<file path="src/hdl/vec_defines.svh">
/* Vector coprocessor sizes: lanes, element width, register count and queue depth */

`ifndef VEC_DEFINES_SVH
`define VEC_DEFINES_SVH

// Parallel lanes, any power of two up to 16
`define VEC_NR_LANES 4

// Element width in bits
`define VEC_ELEN 32

// Architectural vector registers
`define VEC_NR_VREGS 8

// Elements of one register held by each lane
// (16 elements spread over the lanes)
`define VEC_ROWS (16 / `VEC_NR_LANES)

// Host request and response queues
`define VEC_FIFO_DEPTH 4

`endif

</file>
<file path="src/hdl/vec_pkg.sv">
/* Shared types of the vector coprocessor: elements, register numbers, opcodes and the
   host request and response formats */

`default_nettype none

`include "vec_defines.svh"

package vec_pkg;

  // One vector element
  typedef logic [`VEC_ELEN-1:0] elen_t;

  // Vector register number
  typedef logic [$clog2(`VEC_NR_VREGS)-1:0] vreg_idx_t;

  // Supported operations
  typedef enum logic [2:0] {
    OP_VID     = 3'd0,
    OP_VMV_VX  = 3'd1,
    OP_VADD    = 3'd2,
    OP_VXOR    = 3'd3,
    OP_VREDSUM = 3'd4
  } vec_op_e;

  // Instruction as sent by the host and broadcast to the lanes
  // vs1 only matters for vadd and vxor, vs2 not for vid and vmv.v.x
  typedef struct packed {
    vec_op_e   op;
    vreg_idx_t vd;
    vreg_idx_t vs1;
    vreg_idx_t vs2;
    elen_t     scalar;
  } acc_req_t;

  // Scalar answer, zero unless the instruction was a reduction
  typedef struct packed {
    elen_t result;
  } acc_resp_t;

endpackage : vec_pkg

`default_nettype wire

</file>
<file path="src/hdl/vec_sequencer.sv">
/* Sequencer: runs one instruction at a time, broadcasts it to the lanes and
   builds the scalar response */

`timescale 1ns/10ps
`default_nettype none

`include "vec_defines.svh"

module vec_sequencer import vec_pkg::*; (
  input  logic                     clk_i,
  input  logic                     rst_n_i,
  // Dispatcher side
  input  acc_req_t                 insn_i,
  input  logic                     insn_valid_i,
  output logic                     insn_ready_o,
  output acc_resp_t                resp_o,
  output logic                     resp_valid_o,
  input  logic                     resp_room_i,
  // Lanes and reduction tree
  output acc_req_t                 pe_req_o,
  output logic                     pe_req_valid_o,
  input  logic [`VEC_NR_LANES-1:0] pe_done_i,
  input  elen_t                    red_sum_i,
  input  logic                     red_valid_i
);

  typedef enum logic [1:0] {
    ST_IDLE,
    ST_ISSUE,
    ST_WAIT_LANES,
    ST_WAIT_RED
  } state_e;

  state_e                   state_q;
  acc_req_t                 insn_q;
  logic [`VEC_NR_LANES-1:0] done_seen_q;
  logic                     resp_valid_q;
  acc_resp_t                resp_q;
  logic                     insn_accept;
  logic                     lanes_done;
  logic                     fin_lanes;
  logic                     fin_red;

  // No new instruction while a response is being pushed, so resp_room_i
  // already counts it when we decide
  assign insn_ready_o = (state_q == ST_IDLE) & ~resp_valid_q & resp_room_i;
  assign insn_accept  = insn_valid_i & insn_ready_o;

  assign lanes_done = &(done_seen_q | pe_done_i);
  assign fin_lanes  = (state_q == ST_WAIT_LANES) & lanes_done & (insn_q.op != OP_VREDSUM);
  assign fin_red    = (state_q == ST_WAIT_RED) & red_valid_i;

  assign pe_req_o       = insn_q;
  assign pe_req_valid_o = (state_q == ST_ISSUE);
  assign resp_o         = resp_q;
  assign resp_valid_o   = resp_valid_q;

  always_ff @(posedge clk_i or negedge rst_n_i) begin
    if (!rst_n_i) begin
      state_q      <= ST_IDLE;
      done_seen_q  <= '0;
      resp_valid_q <= 1'b0;
    end else begin
      resp_valid_q <= fin_lanes | fin_red;
      case (state_q)
        ST_IDLE: begin
          if (insn_accept) begin
            state_q <= ST_ISSUE;
          end
        end
        ST_ISSUE: begin
          done_seen_q <= '0;
          state_q     <= ST_WAIT_LANES;
        end
        ST_WAIT_LANES: begin
          done_seen_q <= done_seen_q | pe_done_i;
          if (lanes_done) begin
            // Reductions still need the adder tree
            state_q <= (insn_q.op == OP_VREDSUM) ? ST_WAIT_RED : ST_IDLE;
          end
        end
        ST_WAIT_RED: begin
          if (red_valid_i) begin
            state_q <= ST_IDLE;
          end
        end
        default: state_q <= ST_IDLE;
      endcase
    end
  end

  always_ff @(posedge clk_i) begin
    if (insn_accept) begin
      insn_q <= insn_i;
    end
    if (fin_lanes) begin
      resp_q.result <= '0;
    end else if (fin_red) begin
      resp_q.result <= red_sum_i;
    end
  end

endmodule : vec_sequencer

`default_nettype wire

</file>
<file path="config.mk">
export PLATFORM = sky130hd
export DESIGN_NAME = vec_sequencer
export DESIGN_NICKNAME = d
export VERILOG_FILES = /design/src/hdl/vec_pkg.sv /design/src/hdl/vec_sequencer.sv
export VERILOG_INCLUDE_DIRS = /design/src /design/src/hdl
export SDC_FILE = /design/constraint.sdc
export NUM_CORES = 1
export LEC_CHECK = 0
export ABC_AREA = 1
export BUFFER_PORTS_ARGS = -buffer_cell sky130_fd_sc_hd__clkbuf_2
export CAP_MARGIN = 20
export CORE_MARGIN = 3
export CORE_UTILIZATION = 40
export DETAILED_ROUTE_END_ITERATION = 10
export PLACE_DENSITY = 0.73
export SETUP_SLACK_MARGIN = 0.05
export SLEW_MARGIN = 20
export SYNTH_ARGS = -nofsm -noshare
export SYNTH_HDL_FRONTEND = slang
export SYNTH_SLANG_ARGS = --single-unit
export TNS_END_PERCENT = 1
</file>
<file path="constraint.sdc">
create_clock -name clk_i -period 4.6 [get_ports clk_i]
set_clock_uncertainty 0.2 [all_clocks]
set_input_delay 0.92 -clock clk_i [delete_from_list [all_inputs] [get_ports clk_i]]
set_output_delay 0.92 -clock clk_i [all_outputs]
set_load 0.01 [all_outputs]
</file>
Word-level counts from Yosys, hierarchy flattened
Index checks and enable logic that the tools add are counted.
{ "totals": {"reg_bits": 83, "word_cells": 36} }
{ "classes": {"eq_ne": 8, "mux": 6, "bitwise": 9, "n_reduce_logical": 4} }
{ "ops": {"columns": ["operator", "count"], "rows": [
  ["2-bit 2-to-1 mux", 4],
  ["2-bit one-hot mux with 4 select lines", 1],
  ["4-bit one-hot mux with 2 select lines", 1],
  ["1-bit bitwise AND", 6],
  ["2-bit inequality test, second input constant", 3],
  ["2-bit == test, second input constant", 2],
  ["4-bit OR", 1],
  ["4-bit AND reduction", 1],
  ["3-bit == test, second input constant", 1],
  ["3-bit inequality test, second input constant", 1],
  ["3-bit AND reduction", 1],
  ["2-bit by 1-bit == test with 1-bit output, second input constant", 1],
  ["2-bit zero test", 1],
  ["2-bit nonzero test", 1],
  ["1-bit inverter", 1],
  ["1-bit OR", 1]
]} }

Logic depth before layout (Yosys ltp)
Gate-level depths: netlist of run 1.
{ "depth": {"ltp_word": 6, "mapped_depth": 7, "ltp_nobuf": 7} }

Worst setup path after synthesis of run 1
OpenSTA, ideal clock, no wires.
{ "synth_timing": {"path_kind": "input to register", "start": "input port resp_room_i", "end": "register insn_q (netlist bit pe_req_o[0]) (enable)", "setup_time_ns": 0.445, "arrival_time_ns": 2.882, "t_required_ns": 3.955, "slack_ns": 1.073, "cell_stages": 2, "path_cell_list": "nand3_1 > nor2_1"} }
{ "synth_between": {"elab_chain_len": 2} }
{ "synth_lines": {"columns": ["item", "line", "source"], "rows": [
  ["start, declared", "vec_sequencer.sv:18", "input logic resp_room_i,"],
  ["1-bit bitwise AND", "vec_sequencer.sv:46", "assign insn_ready_o = (state_q == ST_IDLE) & ~resp_valid_q & resp_room_i;"],
  ["1-bit bitwise AND", "vec_sequencer.sv:47", "assign insn_accept = insn_valid_i & insn_ready_o;"],
  ["net insn_accept", "vec_sequencer.sv:39", "logic insn_accept;"],
  ["end signal, assigned", "vec_sequencer.sv:94", "insn_q <= insn_i;"],
  ["end, declared", "vec_sequencer.sv:35", "acc_req_t insn_q;"]
]} }
The timed path passes the listed nets, and every way through them passes these cells.
A chain may end at the register's enable or synchronous reset.

Final worst setup path of run 1
{ "layout_timing": {"start": "input port red_valid_i", "end": "register resp_q (netlist bit resp_o[22])"} }
{ "layout_between": {"elab_chain_len": 1} }
{ "layout_lines": {"columns": ["item", "line", "source"], "rows": [
  ["start, declared", "vec_sequencer.sv:24", "input logic red_valid_i"],
  ["1-bit bitwise AND", "vec_sequencer.sv:51", "assign fin_red = (state_q == ST_WAIT_RED) & red_valid_i;"],
  ["end, declared", "vec_sequencer.sv:38", "acc_resp_t resp_q;"]
]} }
Every way passes these cells.

==> results.sh, run 1 <==
export IMPL_cts_resized=0
export IMPL_area_growth_pct=35.95
export IMPL_grt_max_degree=45
export IMPL_critPathLaunchType="input port"
export IMPL_die_area_mm2=0.008733
export IMPL_layout_cells_non_filler=511
export IMPL_boundaryPins=164
export IMPL_wl_per_cell_um=13.68
export IMPL_place_inst=494
export IMPL_synth_mux_area_frac=0
export IMPL_mappedNetlistNets=333
export IMPL_timing_fmax_mhz=373.8
export IMPL_grt_pass1_vias=2258
export IMPL_antenna_left=0
export IMPL_netlist_area_mm2=0.003059
export IMPL_pwr_density_cell_mw_per_mm2=546.3
export IMPL_htreeDepth=3
export IMPL_cp_max_fo=34
export IMPL_status="completed"
export IMPL_cts_tree="yes"
export IMPL_clock_sinks=83
export IMPL_clock_latency_ns=0.34
export IMPL_final_cell_mix="clkbuf_2, nand2_1, edfxtp_1"
export IMPL_grt_overflow=0
export IMPL_grt_pass1_wl_um=10840
export IMPL_holdBufCountCts=0
export IMPL_synth_cells=244
export IMPL_fp_coreArea_mm2=0.007331
export IMPL_firstDrtPassIters=4
export IMPL_clk_pin_slew_worst_paths_ns=0.08
export IMPL_reg2reg_slack_ns=2.23
export IMPL_drv_slew=0
export IMPL_synthAdderAreaFrac=0.01636
export IMPL_maxCapViolations=0
export IMPL_crit_required_ns=4.61
export IMPL_vias=2406
export IMPL_holdWs_ns=0.1998
export IMPL_postSynthAreaPerCell_um2=12.54
export IMPL_synth_cell_types=21
export IMPL_dieHeight_um=93.45
export IMPL_yosysSeqAreaShare=0.6986
export IMPL_place_congestion=0.7277
export IMPL_start_util=0.4173
export IMPL_fillers=645
export IMPL_mostFrequentLayoutCell="clkbuf_2"
export IMPL_fin_tns_setup_ns=0
export IMPL_fin_crit_sh=0.5815
export IMPL_drt_initial_drc_count=132
export IMPL_yosysWarnings=0
export IMPL_p_total_mw=2.272
export IMPL_drive_gt1_frac=0.5291
export IMPL_fin_crit_ns=2.675
export IMPL_numCtsBuffers=9
export IMPL_hold_class="input port to asynchronous set/reset pin"
export IMPL_post_route_worst_setup_slack_ns=1.925
export IMPL_root_buffer="clkbuf_8"
export IMPL_ys_ff_latch=83
export IMPL_synth_compound_area_frac=0.09980
export IMPL_drt_total_wl_um=6992
export IMPL_max_slew_margin_rel=0.2909
export IMPL_antenna_found_initial=0
export IMPL_ir_drop_mv=0.2502
export IMPL_fp_row_count=31
export IMPL_tightest_slew_ns=1.061
export IMPL_crit_arrival_ns=2.69
export IMPL_synthSimpleGateAreaFrac=0.1476
export IMPL_fin_nets=496
export IMPL_via_per_inst=4.708
export IMPL_path_class="input port to flip-flop"
export IMPL_setup_viol=0
export IMPL_die_w_um=93.45
export IMPL_rsz0062_at_grt="false"
export IMPL_leakagePower_nw=1.864
export IMPL_place_ws_ns=1.610
export IMPL_grt_usage=0.1595
export IMPL_synth_xor_area_frac=0
export IMPL_portBuffers=163
export IMPL_postCtsSetupBuffers=0
export IMPL_synth_top_family_by_area="simple AND/OR/NAND/NOR gates"
export IMPL_cts_path_max_buffers=2
export IMPL_finalInstanceArea_mm2=0.004159
export IMPL_antenna_cells=0
export IMPL_hpwl_um=5156
export IMPL_hold_viol=0
export IMPL_fin_util=0.5673
export IMPL_cp_end_kind="flip-flop"
export IMPL_route_detailed_drc=0
export IMPL_place_area_mm2=0.003940
==> cell usage after synthesis <==
| cell | instances | share of area |
|---|---|---|
| ha_1 | 4 | 0.016 |
| clkbuf_1 | 6 | 0.0074 |
| inv_1 | 9 | 0.011 |
| edfxtp_1 | 44 | 0.43 |
| buf_6 | 3 | 0.011 |
| nand2_2 | 1 | 0.0020 |
| a21oi_1 | 6 | 0.0098 |
| dfxtp_1 | 32 | 0.21 |
| dfrtp_1 | 7 | 0.057 |
| a21oi_2 | 30 | 0.086 |
| nor2_4 | 1 | 0.0037 |
| nand4_1 | 3 | 0.0061 |
| nor2_2 | 1 | 0.0020 |
| nor3_4 | 1 | 0.0053 |
| nand2_1 | 47 | 0.058 |
| o21ai_0 | 1 | 0.0016 |
| nand3_1 | 35 | 0.057 |
| buf_2 | 5 | 0.0082 |
| o31ai_1 | 1 | 0.0025 |
| nor2_1 | 6 | 0.0074 |
| nor3b_4 | 1 | 0.0061 |
==> routing by layer <==
metal	part of all wire	GRT usage
met5	0	0
met4	0.012	0.05495
met3	0.10	0.05390
met2	0.47	0.2531
met1	0.42	0.2038
==> final timing paths <==
check	to	depth (start not counted)	startpoint
setup / recovery	resp_o[22]$_SDFFE_PP0P_	4	red_valid_i
hold / removal	done_seen_q[3]$_DFFE_PN0P_	1	rst_n_i
setup reg to reg	resp_o[22]$_SDFFE_PP0P_	5	state_q[0]$_DFFE_PN0P_
hold reg to reg	resp_o[4]$_SDFFE_PP0P_	2	resp_o[4]$_SDFFE_PP0P_
max in group asynchronous	resp_valid_o$_DFF_PN0_	1	rst_n_i
min in group clk_i	resp_o[4]$_SDFFE_PP0P_	2	resp_o[4]$_SDFFE_PP0P_
==> area by class of cell <==
class / instances / area (um2) / share of cell area
well taps: 99 / 123.9 / 0.02978
flip-flops and latches: 83 / 2137 / 0.5138
clock inverters: 7 / 75.07 / 0.01805
clock buffers: 9 / 123.9 / 0.02978
inverters: 9 / 33.78 / 0.008123
repair buffers: 166 / 850.8 / 0.2046
multi-input cells: 138 / 814.5 / 0.1958
==> cell families after synthesis <==
group,after synthesis
compound gates,38
buf+inv,23
flops,83
fa+ha+maj,4
simple gates,96
==> state kept, by name (all words and copies together) (netlist names) <==
register	cells
state_q	2
done_seen_q	4
resp_o	32
pe_req_o	44
resp_valid_o	1
==> critical path: stages <==
cell and delay (ns):
clkbuf_2 0.53, nand2_1 0.83, nand2_1 0.32, a21oi_2 0.08
==> power breakdown <==
part	total (mW)	leakage (nW)	internal, mW	switching, mW
logic	0.680	1.01	0.289	0.391
registers	1.08	0.765	0.982	0.0964
clock network	0.513	0.0923	0.253	0.260
total	2.27	1.86	1.52	0.747
Note: power is estimated with default switching activity, not from simulation.
==> run 2: changes to the inputs <==
- ABC_AREA: 1 -> 0
- PLACE_DENSITY: 0.73 -> 0.74
- clock period: 4.6 -> 2.61 ns (I/O delays scaled with it)
==> run 2 against run 1 <==
Against the previous run: critical path depth did not move; cell count fell by 3.1%; utilization rose by 1.6 points; count of clock-buffer cells in the layout rose by 1; critical endpoint is now insn_ready_o; hold slack got worse by 0.052 ns; critical path type is now flip-flop to output port; sequential cell count did not move; power rose by 75%; first-iteration DRC count fell by 50%; via count fell by 6.2%; combinational power rose by 68%; sequential power rose by 76%; area after synthesis fell by 6.2%.
==> results.sh, run 2 <==
export IMPL_wl_per_cell_um=14.05
export IMPL_fin_tns_setup_ns=0
export IMPL_antenna_cells=0
export IMPL_ys_flop_type="edfxtp_1"
export IMPL_drt_total_wl_um=6955
export IMPL_clock_sinks=83
export IMPL_multi_input_area_um2=658.1
export IMPL_crit_start="state_q[0]$_DFFE_PN0P_"
export IMPL_largest_reg_flops=44
export IMPL_hpwl_um=5312
export IMPL_via_per_inst=4.558
export IMPL_place_congestion=0.7293
export IMPL_cp_end_kind="output port"
export IMPL_r2r_start="state_q[0]$_DFFE_PN0P_"
export IMPL_dieHeight_um=90.69
export IMPL_yosys_area_top_type="edfxtp_1"
export IMPL_synth_most_common_cell="nand2_1"
export IMPL_clk_pin_slew_worst_paths_ns=0.09
export IMPL_grt_pass1_wl_um=10840
export IMPL_crit_required_ns=1.89
export IMPL_yosysWarnings=0
export IMPL_grt_pass1_vias=2147
export IMPL_timing_fmax_mhz=467.1
export IMPL_drt_initial_drc_count=66
export IMPL_maxCapViolations=0
export IMPL_die_w_um=90.69
export IMPL_fillers=613
export IMPL_hold_class="input port to flip-flop"
export IMPL_netlist_area_mm2=0.002869
export IMPL_yosysSeqAreaShare=0.7449
export IMPL_mostFrequentLayoutCell="clkbuf_2"
export IMPL_synth_top_area_share=0.4605
export IMPL_numCtsBuffers=9
export IMPL_synth_edf_count=44
export IMPL_fin_crit_sh=0.8202
export IMPL_mappedNetlistNets=314
export IMPL_p_switching_mw=1.271
export IMPL_fin_util=0.5829
export IMPL_p_total_mw=3.973
export IMPL_drv_slew=0
export IMPL_path_class="flip-flop to output port"
export IMPL_clock_latency_ns=0.34
export IMPL_reg2reg_depth=5
export IMPL_antenna_left=0
export IMPL_leakagePower_nw=1.832
export IMPL_pwr_share_comb=0.288
export IMPL_fp_coreArea_mm2=0.006869
export IMPL_ys_ff_latch=83
export IMPL_place_area_mm2=0.003785
export IMPL_endpoint="insn_ready_o"
export IMPL_tightest_slew_ns=0.5146
export IMPL_start_util=0.4177
export IMPL_htreeDepth=3
export IMPL_ir_drop_mv=0.4439
export IMPL_drive_gt1_frac=0.4787
export IMPL_postSynthAreaPerCell_um2=12.75
export IMPL_grt_overflow=0
export IMPL_vias=2256
export IMPL_async_reset_ff_frac=0.08434
export IMPL_boundaryPins=164
export IMPL_antenna_found_initial=0
export IMPL_seq_area_mm2=0.002137
export IMPL_synth_cells=225
export IMPL_final_cell_mix="clkbuf_2, nand2_1, edfxtp_1"
export IMPL_max_slew_margin_rel=0.6569
export IMPL_synth_commonest_cells="nand2_1, edfxtp_1, a21oi_1, dfxtp_1, dfrtp_1"
export IMPL_cts_tree="yes"
export IMPL_cp_max_fo=4
export IMPL_pwr_share_seq=0.477
export IMPL_ys_top_cells_by_area="edfxtp_1, dfxtp_1, nand2_1"
export IMPL_finalInstanceArea_mm2=0.004004
export IMPL_route_detailed_drc=0
export IMPL_die_area_mm2=0.008225
export IMPL_fp_row_count=30
export IMPL_reg2reg_slack_ns=0.58
export IMPL_grt_max_degree=34
export IMPL_switching_share=0.3199
export IMPL_layout_cells_non_filler=495
export IMPL_r2r_end="pe_req_o[31]$_DFFE_PP_"
export IMPL_status="completed"
export IMPL_grt_usage=0.1726
export IMPL_root_buffer="clkbuf_8"
export IMPL_cts_path_max_buffers=2
export IMPL_fin_nets=483
export IMPL_fin_crit_ns=2.141
export IMPL_clkPwrFrac=0.235
export IMPL_firstDrtPassIters=4
export IMPL_hold_viol=0
export IMPL_critPathLaunchType="flip-flop"
export IMPL_portBuffers=163
export IMPL_area_growth_pct=39.56
export IMPL_setup_viol=0
export IMPL_place_inst=478
export IMPL_crit_arrival_ns=1.42
export IMPL_synth_cell_types=27
export IMPL_p_int_mw=2.702
export IMPL_rsz0062_at_grt="false"
export IMPL_pwr_density_cell_mw_per_mm2=992.4
==> run 2: worst min path at each step <==
stage / startpoint / to / slack [ns] / cells past startpoint
finish: insn_i[7] / pe_req_o[7]$_DFFE_PP_ / 0.15 / 1
global route: insn_i[41] / pe_req_o[41]$_DFFE_PP_ / 0.12 / 1
global placement: rst_n_i / done_seen_q[1]$_DFFE_PN0P_ / 0.16 / 1
CTS: insn_i[7] / pe_req_o[7]$_DFFE_PP_ / 0.12 / 1
detailed placement: rst_n_i / done_seen_q[1]$_DFFE_PN0P_ / 0.16 / 1
floorplan: rst_n_i / done_seen_q[0]$_DFFE_PN0P_ / 0.03 / 0
==> run 2: what timing repair did <==
| item | in CTS | in global routing |
|---|---|---|
| hold endpoints to repair | 7 | 0 |
| hold buffers | 1 | 0 |
| buffers inserted | 0 | 0 |
| gates resized for setup | 0 | 0 |
==> run 2: kinds of logic after synthesis <==
| logic type | synth area share |
|---|---|
| multiplexers | 0.003489 |
| flip-flops | 0.7449 |
| AND/OR/NAND/NOR | 0.1138 |
| AO/OA/AOI/OAI | 0.09420 |
| buffers and inverters | 0.02616 |
| adder cells (fa/ha/maj) | 0.01745 |
==> run 2: worst max-delay path, cell delays in order, from the launching register on <==
cell and delay [ns]:
dfrtp_1 0.42, inv_1 0.12, ha_1 0.21, and3b_1 0.18
clkbuf_2 0.15
==> run 2: layout make-up <==
cell class                 instances  area share
clock buffer                      10     0.03438
clock inverter                     6     0.01781
inverter                           3    0.002813
multi-input combinational        129      0.1644
sequential                        83      0.5338
tap                               96     0.03000
timing repair buffer             168      0.2169
==> run 2: per-stage QoR <==
step / hold WS (ns) / setup WS, ns
after floorplan: 0.02641 / 0.4986
after global placement: 0.1619 / 0.6810
after detailed placement: 0.1629 / 0.5882
after CTS: 0.1237 / 0.4369
after global routing: 0.1162 / 0.3569
final: 0.1482 / 0.4692
==> run 2: per-layer routing <==
| metal | global-route usage | up-vias | wire length, um |
|---|---|---|---|
| met2 | 0.2866 | 108 | 3417 |
| met1 | 0.1964 | 1033 | 2793 |
| li1 | - | 1108 | - |
| met3 | 0.05917 | 7 | 658 |
| met4 | 0.08929 | 0 | 86 |
| met5 | 0 | - | 0 |
==> run 2: power by group through the flow <==
stage	logic (mW)	registers [mW]	clock network, mW
after floorplan	0.529	2.05	0
after detailed placement	1.16	1.92	0
after CTS	1.16	1.90	0.974
after global routing	1.28	1.93	1.02
after global placement	1.11	1.92	0
final	1.14	1.90	0.932
==> run 3: changes to the inputs <==
- CORE_UTILIZATION: 40 -> 39
- PLACE_DENSITY: 0.74 -> 0.75
- clock period: 2.61 -> 1.9 ns (I/O delays scaled with it)
==> run 3 against run 2 <==
Against the previous run: worst setup slack got worse by 0.42 ns; utilization rose by 7.2 points; die area rose by 2.4%; non-clock buffer count rose by 50; via count rose by 11%; hold slack got worse by 0.11 ns; largest cell class unchanged.
==> results.sh, run 3 (synthesized netlist as in run 2, its figures left out) <==
export IMPL_status="completed"
export IMPL_fp_coreArea_mm2=0.006944
export IMPL_drt_initial_drc_count=63
export IMPL_ir_drop_mv=0.7035
export IMPL_rsz0062_at_grt="true"
export IMPL_cp_end_kind="output port"
export IMPL_start_util=0.4132
export IMPL_crit_arrival_ns=1.27
export IMPL_numCtsBuffers=9
export IMPL_reg2reg_depth=6
export IMPL_pwr_density_cell_mw_per_mm2=1283
export IMPL_fp_row_count=30
export IMPL_holdPathStages=1
export IMPL_timing_fmax_mhz=539.2
export IMPL_vias=2497
export IMPL_portBuffers=163
export IMPL_antenna_found_initial=0
export IMPL_root_buffer="clkbuf_8"
export IMPL_hpwl_um=5214
export IMPL_crit_required_ns=1.32
export IMPL_wl_per_cell_um=15.09
export IMPL_critPathLaunchType="flip-flop"
export IMPL_min_to="pe_req_o[10]$_DFFE_PP_"
export IMPL_r2r_end="resp_o[6]$_SDFFE_PP0P_"
export IMPL_holdWs_ns=0.03326
export IMPL_final_cell_mix="clkbuf_2, nand2_1, edfxtp_1"
export IMPL_via_per_inst=4.582
export IMPL_mostFrequentLayoutCell="clkbuf_2"
export IMPL_grt_pass1_wl_um=12090
export IMPL_dieHeight_um=91.77
export IMPL_drt_total_wl_um=8224
export IMPL_grt_pass1_vias=2465
export IMPL_p_total_mw=5.838
export IMPL_r2r_start="state_q[0]$_DFFE_PN0P_"
export IMPL_max_slew_margin_rel=0.7557
export IMPL_cp_max_fo=3
export IMPL_fin_tns_setup_ns=0
export IMPL_setup_viol=0
export IMPL_antenna_left=0
export IMPL_reg2reg_slack_ns=0.16
export IMPL_hold_viol=0
export IMPL_drive_gt1_frac=0.4521
export IMPL_firstDrtPassIters=5
export IMPL_fin_nets=533
export IMPL_place_ws_ns=0.1012
export IMPL_leakagePower_nw=2.072
export IMPL_drv_slew=0
export IMPL_hold_start="insn_i[10]"
export IMPL_maxCapViolations=0
export IMPL_fillers=497
export IMPL_hold_class="input port to flip-flop"
export IMPL_largest_reg_flops=44
export IMPL_place_congestion=0.7363
export IMPL_boundaryPins=164
export IMPL_clock_latency_ns=0.34
export IMPL_antenna_cells=0
export IMPL_grt_usage=0.1834
export IMPL_htreeDepth=3
export IMPL_clk_pin_slew_worst_paths_ns=0.08
export IMPL_die_area_mm2=0.008422
export IMPL_clock_sinks=83
export IMPL_cts_path_max_buffers=2
export IMPL_route_detailed_drc=0
export IMPL_fin_util=0.6553
export IMPL_path_class="flip-flop to output port"
export IMPL_fin_crit_ns=1.854
export IMPL_grt_overflow=0
export IMPL_post_route_worst_setup_slack_ns=0.04555
export IMPL_fin_crit_sh=0.9760
export IMPL_die_w_um=91.77
export IMPL_crit_start="state_q[0]$_DFFE_PN0P_"
export IMPL_grt_max_degree=33
export IMPL_cts_tree="yes"
export IMPL_tightest_slew_ns=0.3664
export IMPL_area_growth_pct=58.61
==> run 3: cell types whose count changed in the layout (fill, tap and decap cells not counted), sizes merged <==
cell / change
clkinvlp: -1
dlygate4sd3: +42
buf: +10
bufinv: +1
clkbuf: -3
inv: +1
==> run 3: layout make-up <==
class	instances	area, um2	share of cell area
clock buffer	9	123.9	0.02722
multi-input combinational	129	673.1	0.1479
tap	96	120.1	0.02640
sequential	83	2137	0.4696
timing repair buffer	218	1386	0.3046
clock inverter	7	98.84	0.02172
inverter	3	11.26	0.002475
==> run 3: power breakdown <==
part           total (mW)  internal [mW]  switching (mW)
registers            2.60           2.38           0.217
logic                1.84          0.861           0.979
clock network        1.40          0.752           0.646
==> run 3: metrics by stage <==
step / area (um2) / std cells
2_1_floorplan: 2873 / 225
4_1_cts: 4437 / 534
3_3_place_gp: 3842 / 482
6_report: 4551 / 545
3_5_place_dp: 3842 / 482
5_1_grt: 4551 / 545
==> run 3: repair_timing <==
action	in CTS	in global routing
buffers inserted	4	0
hold buffers	32	11
gates resized for setup	4	3
setup endpoints to repair	1	32
hold endpoints to repair	38	11
pin swaps	2	2
==> run 3: how the worst max path moves through the flow <==
| stage | endpoint | slack, ns |
|---|---|---|
| 2_1_floorplan | pe_req_o[0]$_DFFE_PP_ | 0.06 |
| 6_report | insn_ready_o | 0.05 |
| 5_1_grt | insn_ready_o | -0.01 |
| 4_1_cts | insn_ready_o | 0.03 |
| 3_3_place_gp | pe_req_o[4]$_DFFE_PP_ | 0.16 |
| 3_5_place_dp | resp_o[9]$_SDFFE_PP0P_ | 0.10 |
==> run 3: per-layer routing <==
| metal | track usage | up-vias | routed length, um |
|---|---|---|---|
| met5 | 0 | - | 0 |
| met4 | 0.05569 | 0 | 35 |
| met3 | 0.08532 | 4 | 950 |
| met2 | 0.2946 | 137 | 3866 |
| met1 | 0.2203 | 1146 | 3371 |
| li1 | - | 1210 | - |
==> run 3: critical path, stage by stage (launching register included) <==
cell,delay [ns]
dfrtp_1,0.40
inv_2,0.10
ha_4,0.13
and3b_2,0.20
buf_8,0.11
